[config.mk]
export PLATFORM = sky130hd
export DESIGN_NAME = mini_mcu_ctrl
export DESIGN_NICKNAME = d
export VERILOG_FILES = /design/src/logic/mcu_cfg_pkg.sv /design/src/logic/pwr_pkg.sv /design/src/logic/pwr_domain_fsm.sv /design/src/logic/power_manager.sv /design/src/logic/irq_ctrl.sv /design/src/logic/mini_mcu_ctrl.sv
export SDC_FILE = /design/constraint.sdc
export NUM_CORES = 1
export LEC_CHECK = 0
export BUFFER_PORTS_ARGS = -buffer_cell sky130_fd_sc_hd__buf_4
export CORE_ASPECT_RATIO = 1.1
export CORE_MARGIN = 3
export CORE_UTILIZATION = 44
export CTS_CLUSTER_DIAMETER = 60
export DETAILED_ROUTE_END_ITERATION = 10
export GPL_ROUTABILITY_DRIVEN = 0
export GPL_TIMING_DRIVEN = 0
export PLACE_DENSITY = 0.74
export REMOVE_ABC_BUFFERS = 1
export SYNTH_ARGS = -nofsm -noshare
export SYNTH_HDL_FRONTEND = slang
export SYNTH_SLANG_ARGS = --single-unit
[constraint.sdc]
create_clock -name clk_i -period 1.7 [get_ports clk_i]
set_input_delay 0.425 -clock clk_i [delete_from_list [all_inputs] [get_ports clk_i]]
set_output_delay 0.425 -clock clk_i [all_outputs]
set_load 0.05 [all_outputs]
[src/logic/mcu_cfg_pkg.sv]
/*
 * Chip-level constants. Interrupt positions follow the mip layout of the core.
 * DOM_IDX_W bounds the number of power domains a command can address.
 */
`default_nettype none

package mcu_cfg_pkg;

  // machine interrupt vector
  localparam int unsigned IRQ_W      = 32;
  localparam int unsigned IRQ_ID_W   = 5;
  localparam int unsigned FAST_IRQ_W = 15;

  localparam int unsigned IRQ_SW_BIT    = 3;
  localparam int unsigned IRQ_TIMER_BIT = 7;
  localparam int unsigned IRQ_EXT_BIT   = 11;
  // fast interrupt k sits at FAST_IRQ_BASE + k
  localparam int unsigned FAST_IRQ_BASE = 16;

  // power domains
  localparam int unsigned DOM_IDX_W   = 4;
  localparam int unsigned MAX_DOMAINS = 2 ** DOM_IDX_W;

  localparam int unsigned DOM_CPU    = 0;
  localparam int unsigned DOM_PERIPH = 1;
  // memory bank b follows as domain DOM_PERIPH + 1 + b

endpackage

`default_nettype wire

[src/logic/pwr_pkg.sv]
/*
 * Power-control types. All controls are active low, so all ones is a
 * running domain. Commands are one-cycle strobes with no handshake.
 */
`default_nettype none

package pwr_pkg;

  // field order gives the 4-bit literals used by the sequencer
  typedef struct packed {
    logic pwrgate_en_n;
    logic isogate_en_n;
    logic rst_n;
    logic clkgate_en_n;
  } pwr_ctrl_out_t;

  localparam pwr_ctrl_out_t PWR_CTRL_ON = 4'b1111;

  typedef enum logic [2:0] {
    ST_ON,
    ST_CLK_OFF,
    ST_ISO_ON,
    ST_RST_ON,
    ST_SW_OFF_WAIT,
    ST_OFF,
    ST_SW_ON_WAIT,
    ST_ISO_OFF
  } pwr_state_e;

  typedef enum logic [1:0] {
    PWR_NOP = 2'd0,
    PWR_OFF = 2'd1,
    PWR_ON  = 2'd2
  } pwr_op_e;

  typedef struct packed {
    logic                              valid;
    pwr_op_e                           op;
    logic [mcu_cfg_pkg::DOM_IDX_W-1:0] dom;
  } pwr_cmd_t;

endpackage

`default_nettype wire

[src/logic/pwr_domain_fsm.sv]
/*
 * Sequencer for one switchable domain. Requests count only in ST_ON or ST_OFF.
 * ack_n_i is the switch level and must lag pwrgate_en_n by at least one cycle.
 */
`timescale 1ns/1ps
`default_nettype none

module pwr_domain_fsm
  import pwr_pkg::*;
(
  input  logic          clk_i,
  input  logic          rst_n_i,
  input  logic          off_req_i,
  input  logic          on_req_i,
  input  logic          ack_n_i,
  output pwr_ctrl_out_t ctrl_o,
  output logic          off_o
);

  pwr_state_e    state_q;
  pwr_state_e    state_d;
  pwr_ctrl_out_t ctrl_d;

  always_comb begin
    state_d = state_q;
    unique case (state_q)
      ST_ON: begin
        if (off_req_i) state_d = ST_CLK_OFF;
      end
      ST_CLK_OFF:     state_d = ST_ISO_ON;
      ST_ISO_ON:      state_d = ST_RST_ON;
      ST_RST_ON:      state_d = ST_SW_OFF_WAIT;
      ST_SW_OFF_WAIT: begin
        // switch reports the rail is down
        if (!ack_n_i) state_d = ST_OFF;
      end
      ST_OFF: begin
        if (on_req_i) state_d = ST_SW_ON_WAIT;
      end
      ST_SW_ON_WAIT: begin
        if (ack_n_i) state_d = ST_ISO_OFF;
      end
      ST_ISO_OFF:     state_d = ST_ON;
      default:        state_d = ST_ON;
    endcase
  end

  // {pwrgate, iso, rst, clkgate}, one edge behind the state
  always_comb begin
    ctrl_d = PWR_CTRL_ON;
    unique case (state_q)
      ST_ON:          ctrl_d = 4'b1111;
      ST_CLK_OFF:     ctrl_d = 4'b1110;
      ST_ISO_ON:      ctrl_d = 4'b1010;
      ST_RST_ON:      ctrl_d = 4'b1000;
      ST_SW_OFF_WAIT: ctrl_d = 4'b0000;
      ST_OFF:         ctrl_d = 4'b0000;
      ST_SW_ON_WAIT:  ctrl_d = 4'b1000;
      ST_ISO_OFF:     ctrl_d = 4'b1100;
      default:        ctrl_d = PWR_CTRL_ON;
    endcase
  end

  always_ff @(posedge clk_i) begin
    if (!rst_n_i) begin
      state_q <= ST_ON;
      ctrl_o  <= PWR_CTRL_ON;
      off_o   <= 1'b0;
    end else begin
      state_q <= state_d;
      ctrl_o  <= ctrl_d;
      off_o   <= (state_q == ST_OFF);
    end
  end

  // manager resolves direction before requesting
  assert property (@(posedge clk_i) disable iff (!rst_n_i)
    !(off_req_i && on_req_i));

  // rail may only drop behind closed isolation
  assert property (@(posedge clk_i) disable iff (!rst_n_i)
    !ctrl_o.pwrgate_en_n |-> !ctrl_o.isogate_en_n);

endmodule

`default_nettype wire

[src/logic/power_manager.sv]
/*
 * One sequencer per domain: CPU, peripherals, then NUM_BANKS memory banks.
 * Commands that find the domain busy or out of range are dropped. There is no queue.
 * Domain resets are also held low while ndmreset_n_i is low.
 */
`timescale 1ns/1ps
`default_nettype none

module power_manager
  import mcu_cfg_pkg::*;
  import pwr_pkg::*;
#(
  parameter  int unsigned NUM_BANKS = 2,
  localparam int unsigned NUM_DOM   = DOM_PERIPH + 1 + NUM_BANKS
) (
  input  logic                        clk_i,
  input  logic                        rst_n_i,
  input  logic                        ndmreset_n_i,
  input  pwr_cmd_t                    cmd_i,
  input  logic                        core_sleep_i,
  input  logic                        wake_i,
  input  logic          [NUM_DOM-1:0] ack_n_i,
  output pwr_ctrl_out_t [NUM_DOM-1:0] ctrl_o,
  output logic          [NUM_DOM-1:0] domain_off_o
);

  pwr_ctrl_out_t [NUM_DOM-1:0] seq_ctrl;
  logic          [NUM_DOM-1:0] off_req;
  logic          [NUM_DOM-1:0] on_req;
  logic          [NUM_DOM-1:0] is_on;
  logic          [NUM_DOM-1:0] is_off;
  // requested end state per domain, high after an accepted power-down
  logic          [NUM_DOM-1:0] tgt_off_q;
  logic                        dom_ok;

  assign dom_ok = cmd_i.valid && (32'(cmd_i.dom) < NUM_DOM);

  for (genvar d = 0; d < NUM_DOM; d++) begin : gen_dom
    logic hit;
    logic sleep_ok;

    // sequencer outputs trail its state by one edge. Looking only for the
    // requested end state keeps a stale decode from reading as idle
    assign is_on[d]  = !tgt_off_q[d] && (&seq_ctrl[d]);
    assign is_off[d] = tgt_off_q[d] && domain_off_o[d];

    assign hit      = dom_ok && (cmd_i.dom == DOM_IDX_W'(d));
    assign sleep_ok = (d != DOM_CPU) || core_sleep_i;

    assign off_req[d] = hit && (cmd_i.op == PWR_OFF) && is_on[d] && sleep_ok;
    // pending interrupts bring the CPU domain back by themselves
    assign on_req[d]  = is_off[d] &&
                        ((hit && (cmd_i.op == PWR_ON)) || ((d == DOM_CPU) && wake_i));

    pwr_domain_fsm pwr_domain_fsm_i (
      .clk_i,
      .rst_n_i,
      .off_req_i(off_req[d]),
      .on_req_i (on_req[d]),
      .ack_n_i  (ack_n_i[d]),
      .ctrl_o   (seq_ctrl[d]),
      .off_o    (domain_off_o[d])
    );

    assign ctrl_o[d] = '{
      pwrgate_en_n: seq_ctrl[d].pwrgate_en_n,
      isogate_en_n: seq_ctrl[d].isogate_en_n,
      rst_n:        seq_ctrl[d].rst_n && ndmreset_n_i,
      clkgate_en_n: seq_ctrl[d].clkgate_en_n
    };
  end

  always_ff @(posedge clk_i) begin
    if (!rst_n_i) begin
      tgt_off_q <= '0;
    end else begin
      tgt_off_q <= (tgt_off_q | off_req) & ~on_req;
    end
  end

  // dom field must reach every domain
  assert property (@(posedge clk_i) NUM_DOM <= MAX_DOMAINS);

  // wake on a sleeping CPU is taken at the next edge and the off bit drops one edge later
  assert property (@(posedge clk_i) disable iff (!rst_n_i)
    wake_i && is_off[DOM_CPU] |-> ##2 !domain_off_o[DOM_CPU]);

endmodule

`default_nettype wire

[src/logic/irq_ctrl.sv]
/*
 * Fast interrupts stay pending until the core acknowledges their id.
 * Software, timer and external lines are levels and pass straight through.
 */
`timescale 1ns/1ps
`default_nettype none

module irq_ctrl
  import mcu_cfg_pkg::*;
(
  input  logic                  clk_i,
  input  logic                  rst_n_i,
  input  logic                  irq_software_i,
  input  logic                  irq_timer_i,
  input  logic                  irq_external_i,
  input  logic [FAST_IRQ_W-1:0] fast_irq_i,
  input  logic                  irq_ack_i,
  input  logic [IRQ_ID_W-1:0]   irq_id_i,
  output logic [IRQ_W-1:0]      irq_o,
  output logic                  wake_o
);

  logic [FAST_IRQ_W-1:0] pend_q;
  logic [FAST_IRQ_W-1:0] pend_clr;
  logic                  id_known;

  always_comb begin
    for (int k = 0; k < FAST_IRQ_W; k++) begin
      pend_clr[k] = irq_ack_i && (irq_id_i == IRQ_ID_W'(FAST_IRQ_BASE + k));
    end
  end

  always_ff @(posedge clk_i) begin
    if (!rst_n_i) begin
      pend_q <= '0;
    end else begin
      // set wins when the source is still high
      pend_q <= fast_irq_i | (pend_q & ~pend_clr);
    end
  end

  always_comb begin
    irq_o                              = '0;
    irq_o[IRQ_SW_BIT]                  = irq_software_i;
    irq_o[IRQ_TIMER_BIT]               = irq_timer_i;
    irq_o[IRQ_EXT_BIT]                 = irq_external_i;
    irq_o[FAST_IRQ_BASE +: FAST_IRQ_W] = pend_q;
  end

  assign wake_o = |irq_o;

  // ids that name an implemented vector bit
  assign id_known = (irq_id_i == IRQ_ID_W'(IRQ_SW_BIT)) ||
                    (irq_id_i == IRQ_ID_W'(IRQ_TIMER_BIT)) ||
                    (irq_id_i == IRQ_ID_W'(IRQ_EXT_BIT)) ||
                    ((irq_id_i >= IRQ_ID_W'(FAST_IRQ_BASE)) &&
                     (32'(irq_id_i) < FAST_IRQ_BASE + FAST_IRQ_W));

  assert property (@(posedge clk_i) disable iff (!rst_n_i)
    irq_ack_i |-> id_known);

endmodule

`default_nettype wire

[src/logic/mini_mcu_ctrl.sv]
/*
 * Always-on control block: domain power sequencing and the machine interrupt vector.
 * A pending interrupt powers the CPU domain back up without a command.
 */
`timescale 1ns/1ps
`default_nettype none

module mini_mcu_ctrl
  import mcu_cfg_pkg::*;
  import pwr_pkg::*;
#(
  parameter  int unsigned NUM_BANKS = 2,
  localparam int unsigned NUM_DOM   = DOM_PERIPH + 1 + NUM_BANKS
) (
  input  logic                        clk_i,
  input  logic                        rst_n_i,
  input  logic                        ndmreset_n_i,
  input  pwr_cmd_t                    pwr_cmd_i,
  input  logic                        core_sleep_i,
  input  logic          [NUM_DOM-1:0] pwr_ack_n_i,
  input  logic                        irq_software_i,
  input  logic                        irq_timer_i,
  input  logic                        irq_external_i,
  input  logic       [FAST_IRQ_W-1:0] fast_irq_i,
  input  logic                        irq_ack_i,
  input  logic         [IRQ_ID_W-1:0] irq_id_i,
  output pwr_ctrl_out_t [NUM_DOM-1:0] pwr_ctrl_o,
  output logic          [NUM_DOM-1:0] domain_off_o,
  output logic            [IRQ_W-1:0] irq_o
);

  logic irq_wake;

  power_manager #(
    .NUM_BANKS(NUM_BANKS)
  ) power_manager_i (
    .clk_i,
    .rst_n_i,
    .ndmreset_n_i,
    .cmd_i       (pwr_cmd_i),
    .core_sleep_i,
    .wake_i      (irq_wake),
    .ack_n_i     (pwr_ack_n_i),
    .ctrl_o      (pwr_ctrl_o),
    .domain_off_o
  );

  irq_ctrl irq_ctrl_i (
    .clk_i,
    .rst_n_i,
    .irq_software_i,
    .irq_timer_i,
    .irq_external_i,
    .fast_irq_i,
    .irq_ack_i,
    .irq_id_i,
    .irq_o,
    .wake_o(irq_wake)
  );

endmodule

`default_nettype wire

==> results of run 1 <==
[logic make-up (layout without fill, tap and decap cells)]
family	count (synthesis)	after routing	synth area share (%)
other	1	14	0.155
multiplexers	1	1	0.413
flip-flops	51	51	42.1
XOR/XNOR	7	7	2.53
AND/OR/NAND/NOR	87	87	21.9
AO/OA/AOI/OAI	64	64	19.7
buffers and inverters	52	94	13.2
[repair_timing]
action | in CTS | in global routing
setup endpoints to repair | 0 | 2
resized for setup | 0 | 2
hold endpoints to repair | 0 | 0
setup buffers | 0 | 0
[layer usage]
| layer | GRT usage [%] | share of wire, % |
|---|---|---|
| met1 | 18.3 | 43 |
| met2 | 23.7 | 45 |
| met3 | 4.64 | 11 |
| met4 | 5.60 | 1.5 |
| met5 | 0 | 0 |
[state kept, by name (all words and copies together), names as in the netlist]
name and cells:
power_manager_i.gen_dom.pwr_domain_fsm_i.state_q 12, power_manager_i.gen_dom.pwr_domain_fsm_i.ctrl_o 16, power_manager_i.tgt_off_q 4, irq_ctrl_i.pend_q 15, power_manager_i.gen_dom.pwr_domain_fsm_i.off_o 4
[layout by cell type, fill, tap and decap left out, types with 2 or more instances in the layout]
cell type and n:
nand3_1 6, and4_1 2, nor4_2 2, nand2_1 15, nor2_1 8, and2_1 7
buf_4 76, inv_1 10, a31oi_1 5, a21boi_0 5, o31ai_1 2, o21ai_0 8
dfxtp_1 51, o2bb2ai_1 2, a21oi_1 2, and3_1 4, nor2b_1 9, nor3b_1 2
nand4_1 3, nor3_1 2, nand4b_1 3, clkbuf_8 6, conb_1 14, o31a_1 6
nand2b_1 5, or3_1 4, xnor2_1 4, o21a_1 22, o211ai_1 4, nor4_1 4
xor2_1 3, nand3b_1 4
[worst min path at each step]
stage               slack [ns]                            to                                               from
floorplan                 0.45                      register                                           register
global placement          0.46                      register                                           register
detailed placement        0.48  power_manager_i.tgt_off_q[0]  power_manager_i.gen_dom[0].pwr_domain_fsm_i.off_o
CTS                       0.32         irq_ctrl_i.pend_q[13]                                     fast_irq_i[13]
global route              0.32          irq_ctrl_i.pend_q[9]                                      fast_irq_i[9]
finish                    0.33          irq_ctrl_i.pend_q[8]                                      fast_irq_i[8]
[per-stage QoR]
stage / area, µm² / TNS [ns] / hold slack [ns] / utilization, %
floorplan: 2190 / -0.0310 / 0.445 / -
global placement: 2850 / -0.837 / 0.463 / 55.2
detailed placement: 2850 / -0.939 / 0.475 / 55.2
CTS: 2970 / 0 / 0.322 / 57.4
global route: 2980 / 0 / 0.320 / 57.7
finish: 2980 / 0 / 0.330 / 57.7
[report_power, final]
part	switching [µW]	leakage (µW)	internal (µW)
Clock	377	0.0000612	476
Sequential	54.0	0.000417	1250
Combinational	357	0.000774	203
Total	789	0.00125	1930
[final cells by class]
| class | count | area [µm²] |
|---|---|---|
| clock buffer | 6 | 82.6 |
| clock inverter | 2 | 35.0 |
| fill | 470 | 2190 |
| inverter | 10 | 37.5 |
| multi-input combinational | 173 | 1140 |
| sequential | 51 | 1020 |
| tap | 72 | 90.1 |
| timing repair buffer | 76 | 571 |
==> summary.md, run 1 <==
| Metric | Value |
|---|---|
| Initial DRC count | `slightly below 80` |
| Placeable Area | `between 0.005 and 0.006 mm²` |
| Die Area | `0.00644 mm²` |
| Post-synth top area share | `between 40% and 50%` |
| Die H | `roughly 84 µm` |
| Global-route wire length before repair | `roughly 7900 µm` |
| Gr usage total | `approximately 15%` |
| Largest net degree at the start of global routing | `53` |
| Clock H-tree levels | `2` |
| Vias in the first global route | `1748` |
| Synth cell types | `between 40 and 50` |
| Mapped cell area | `0.00242 mm²` |
| Clock transition at the registers of the reported paths | `roughly 0.09 ns` |
| Commonest cells post-synth | `51 x dfxtp_1, 33 x buf_4, 22 x o21a_1` |
| DR WL/cell | `between 10 and 15 µm` |
| Residual DRC | `0` |
| Worst Setup Start Kind | `input port` |
| Critical path depth | `5` |
| Later-pin clock latency in the skew report | `~0.3 ns` |
| Pre-Repair DR Iteration Count | `4` |
| Vias/cell | `about 5` |
| Register area share after synthesis | `between 40% and 50%` |
| Pre-CTS setup slack | `-0.226 ns` |
| Clk root buf | `clkbuf_8` |
| Final worst slack | `around 0.10 ns` |
| Ranking of synthesized cells by area | `dfxtp_1 42%, buf_4 10%, o21a_1 6.8%` |
| Final wirelength | `between 4000 and 5000 µm` |
| Initial antenna violation count | `0` |
| Hold Path Class | `in -> reg` |
| Clock tree buffer depth | `2` |
| NumNets Final | `approximately 360` |
| Cts hold-fix bufs | `0` |
| Critical Path Start | `pwr_cmd_i[3]` |
| EDFF count, synth | `0` |
| DP Cell Count | `382` |
| Vias post-DR | `1953` |
| Max incr delay on CP | `0.57 ns` |
| CP max FO | `4` |
| Area delta synth->final | `23.0%` |
| Pwr dens | `~900 mW/mm²` |
| FMAX | `around 0.63 GHz` |
| Synthesized flop and latch total | `51` |
| Chip width | `about 77 µm` |
| Total CTS buffers | `5` |
| Reg2reg path depth | `4` |
| Tot Pwr | `between 2000 and 3000 µW` |
| Setup CP Type | `in -> reg` |
| Reg2reg start | `irq_ctrl_i.pend_q[0]` |
| Post-layout min period | `1.60 ns` |
| Synthesized instance count | `263` |
| Max-slew violations | `0` |
| Synth async-reset ratio | `0%` |
| Crit. End Element | `register` |
| Skew final | `between 0.005 and 0.006 ns` |
| Period utilization | `94.1%` |
| Most used DFF post-synth | `dfxtp_1` |
| Max VDD drop | `between 400 and 500 µV` |
| Crit path arrival time | `1.85 ns` |
| Share of cells above drive strength 1 | `approximately 30%` |
| GRT overflow | `0` |
| Crit-path leading delay family | `simple AND/OR/NAND/NOR gates` |
| Setup violations, final | `0` |
| Antenna violation net count after detailed routing | `0` |
| Number of cell rows | `27` |
| Layout Cells excl Fill | `between 300 and 400` |
| Most common cell in the synthesized netlist | `dfxtp_1` |
| Largest area contributor in the netlist | `dfxtp_1` |
| WHS Path Cells | `2` |
| HPWL Detailed | `approximately 3700 µm` |
| Initial core utilization | `around 47%` |
| WP buf/inv | `1` |
| Warning count from the yosys run | `0` |
| Clock Sinks | `51` |
| Pleak | `between 0.001 and 0.0015 µW` |
| Max Cap Viol | `0` |
| Diode count | `0` |
| Required time worst endpoint | `1.95 ns` |
| R2r setup slk | `between 0.2 and 0.25 ns` |
| CTS tree | `built` |
| IO Pins | `91` |
| Final hold violations | `0` |
| Outcome | `complete, no violations` |
| Crit path cell chain | `buf_4 -> or4b_4 -> or3_4 -> a211oi_2 -> o21a_1` |
| IO Port Bufs | `76` |
| RSZ-0062 raised after global routing | `no` |
| Syn_area_per_cell | `9.22 µm²` |
| Crit path max-delay cell type | `or4b_4` |
Note: power is estimated with default switching activity, not from simulation.
==> run 2, diff against run 1 <==
--- a/config.mk
+++ b/config.mk
@@ -6,7 +6,6 @@
 export NUM_CORES = 1
 export LEC_CHECK = 0
 export BUFFER_PORTS_ARGS = -buffer_cell sky130_fd_sc_hd__buf_4
-export CORE_ASPECT_RATIO = 1.1
 export CORE_MARGIN = 3
 export CORE_UTILIZATION = 44
 export CTS_CLUSTER_DIAMETER = 60
==> summary.md, run 2 (synthesis gave the netlist of run 1 again) <==
| Metric | Value |
|---|---|
| Skew final | `0.00630 ns (+0.000782 ns)` |
| Later-pin clock latency in the skew report | `0.30 ns (about the same)` |
| Setup violations, final | `0 (unchanged)` |
| Hold Path Class | `in -> reg` |
| Commonest non-fill, non-tap cells in the layout | `76 x buf_4, 51 x dfxtp_1, 22 x o21a_1` |
| Vias in the first global route | `1806 (+3.3%)` |
| Cts hold-fix bufs | `0 (unchanged)` |
| IO Port Bufs | `76 (unchanged)` |
| Largest regs | `power_manager_i.gen_dom.pwr_domain_fsm_i.ctrl_o x16, irq_ctrl_i.pend_q x15, power_manager_i.gen_dom.pwr_domain_fsm_i.state_q x12` |
| CTS tree | `built` |
| Share of cells above drive strength 1 | `28.8% (-1.1 points)` |
| Clock Sinks | `51 (unchanged)` |
| Vias/cell | `5.06 (+1.1%)` |
| Vias post-DR | `1955 (+0.10%)` |
| GRT overflow | `0 (unchanged)` |
| DR WL/cell | `13.2 µm (+6.2%)` |
| Gr usage total | `16.4% (+1.7 points)` |
| Required time worst endpoint | `1.94 ns (about the same)` |
| Chip width | `80.2 µm (+4.5%)` |
| Final wirelength | `5080 µm (+5.1%)` |
| FMAX | `0.615 GHz (-1.6%)` |
| Placed Area | `0.00285 mm² (about the same)` |
| HPWL Detailed | `3880 µm (+4.9%)` |
| Initial antenna violation count | `0 (unchanged)` |
| Initial DRC count | `83 (+5.1%)` |
| Crit path arrival time | `1.86 ns (about the same)` |
| Antenna violation net count after detailed routing | `0 (unchanged)` |
| Die Area | `0.00643 mm² (about the same)` |
| Pleak | `0.00123 µW (-2.0%)` |
| Pwr dens | `849 mW/mm² (-6.8%)` |
| CP max FO | `4 (unchanged)` |
| Number of cell rows | `26 (-3.7%)` |
| Reg2reg path depth | `4 (unchanged)` |
| Final worst slack | `0.0748 ns (-0.0263 ns)` |
| Diode count | `0 (unchanged)` |
| RSZ-0062 raised after global routing | `no` |
| Outcome | `complete, no violations` |
| Period utilization | `95.6% (+1.5 points)` |
| Number of flip-flops in the largest register | `16 (unchanged)` |
| Placeable Area | `0.00520 mm² (+0.70%)` |
| Pre-Repair DR Iteration Count | `4 (unchanged)` |
| NumNets Final | `356 (unchanged)` |
| Layout Cells excl Fill | `386 (-1.0%)` |
| Commonest non-fill, non-tap cell in the layout | `buf_4` |
| Final hold violations | `0 (unchanged)` |
| Area delta synth->final | `20.8%` |
| Hold Crit Start | `fast_irq_i[7]` |
| Clk root buf | `clkbuf_8` |
| Worst hold slack | `0.329 ns (-0.000781 ns)` |
| Clock tree buffer depth | `2 (unchanged)` |
| Max VDD drop | `476 µV (+14%)` |
| Global-route wire length before repair | `8360 µm (+5.8%)` |
| Initial core utilization | `46.6% (-0.33 points)` |
| WHS Path Cells | `2 (unchanged)` |
| Residual DRC | `0 (unchanged)` |
| Finished Cell Area | `0.00293 mm² (-1.8%)` |
| Max Cap Viol | `0 (unchanged)` |
| Largest net degree at the start of global routing | `53 (unchanged)` |
| Clock H-tree levels | `2 (unchanged)` |
| Die H | `80.2 µm (-4.3%)` |
| Filler Cells Inserted | `500 (+6.4%)` |
| Total CTS buffers | `5 (unchanged)` |
| Top reg by flops | `power_manager_i.gen_dom.pwr_domain_fsm_i.ctrl_o` |
| DP Cell Count | `380 (-0.52%)` |
| Setup CP Type | `in -> reg` |
| Crit. End Element | `register` |
| Reg2reg start | `irq_ctrl_i.pend_q[0]` |
| Hold EP | `irq_ctrl_i.pend_q[7]` |
| Max-slew violations | `0 (unchanged)` |
| Worst Setup Start Kind | `input port` |
| R2r setup slk | `0.15 ns (-0.06 ns)` |
| Post-layout min period | `1.63 ns (+0.0263 ns)` |
| IO Pins | `91 (unchanged)` |
| Pre-CTS setup slack | `-0.223 ns (+0.00294 ns)` |
| Clock transition at the registers of the reported paths | `0.09 ns (about the same)` |
[run 2: worst max-delay path, stage by stage]
cell and delay, ns:
buf_4 0.11, or4b_4 0.57, or3_4 0.41, a211oi_2 0.22, o21a_1 0.12
[run 2: routing by layer]
| layer | share of wire [%] | track usage (%) | vias up |
|---|---|---|---|
| li1 | - | - | 993 |
| met1 | 43 | 20.3 | 885 |
| met2 | 48 | 27.0 | 66 |
| met3 | 6.1 | 4.26 | 11 |
| met4 | 2.7 | 6.76 | 0 |
| met5 | 0 | 0 | - |
[run 2: how the worst max path moves through the flow]
stage | from | to | depth (start not counted)
3_5_place_dp | pwr_cmd_i[3] | register | 5
4_1_cts | pwr_cmd_i[3] | register | 5
3_3_place_gp | pwr_cmd_i[3] | register | 5
2_1_floorplan | pwr_cmd_i[3] | register | 4
5_1_grt | irq_ctrl_i.pend_q[0] | register | 4
6_report | pwr_cmd_i[3] | register | 5
[run 2: stage by stage]
stage	power, µW	TNS, ns	util, %
after global placement	1890	-0.863	54.7
after floorplan	1670	-0.0310	-
after detailed placement	1890	-0.990	54.7
after CTS	2520	0	56.1
final	2490	0	56.3
after global routing	2620	0	56.3
[run 2: where the power goes]
group	switching [µW]	internal, µW	total, µW
Sequential	54.6	1250	1300
Combinational	357	202	559
Clock	348	275	623
Total	759	1730	2490
[run 2: timing repair]
action                     4_1_cts  5_1_grt
buffers inserted                 0        0
gates resized for setup          0        1
setup endpoints to repair        0        1
hold endpoints to repair         0        0
[run 2: area by class of cell]
type | count | area [µm²] | area share [%]
clock buffers | 6 | 72.6 | 2.48
flip-flops and latches | 51 | 1020 | 34.9
inverters | 10 | 37.5 | 1.28
multi-input cells | 173 | 1140 | 38.9
repair buffers | 76 | 571 | 19.5
well taps | 70 | 87.6 | 2.99
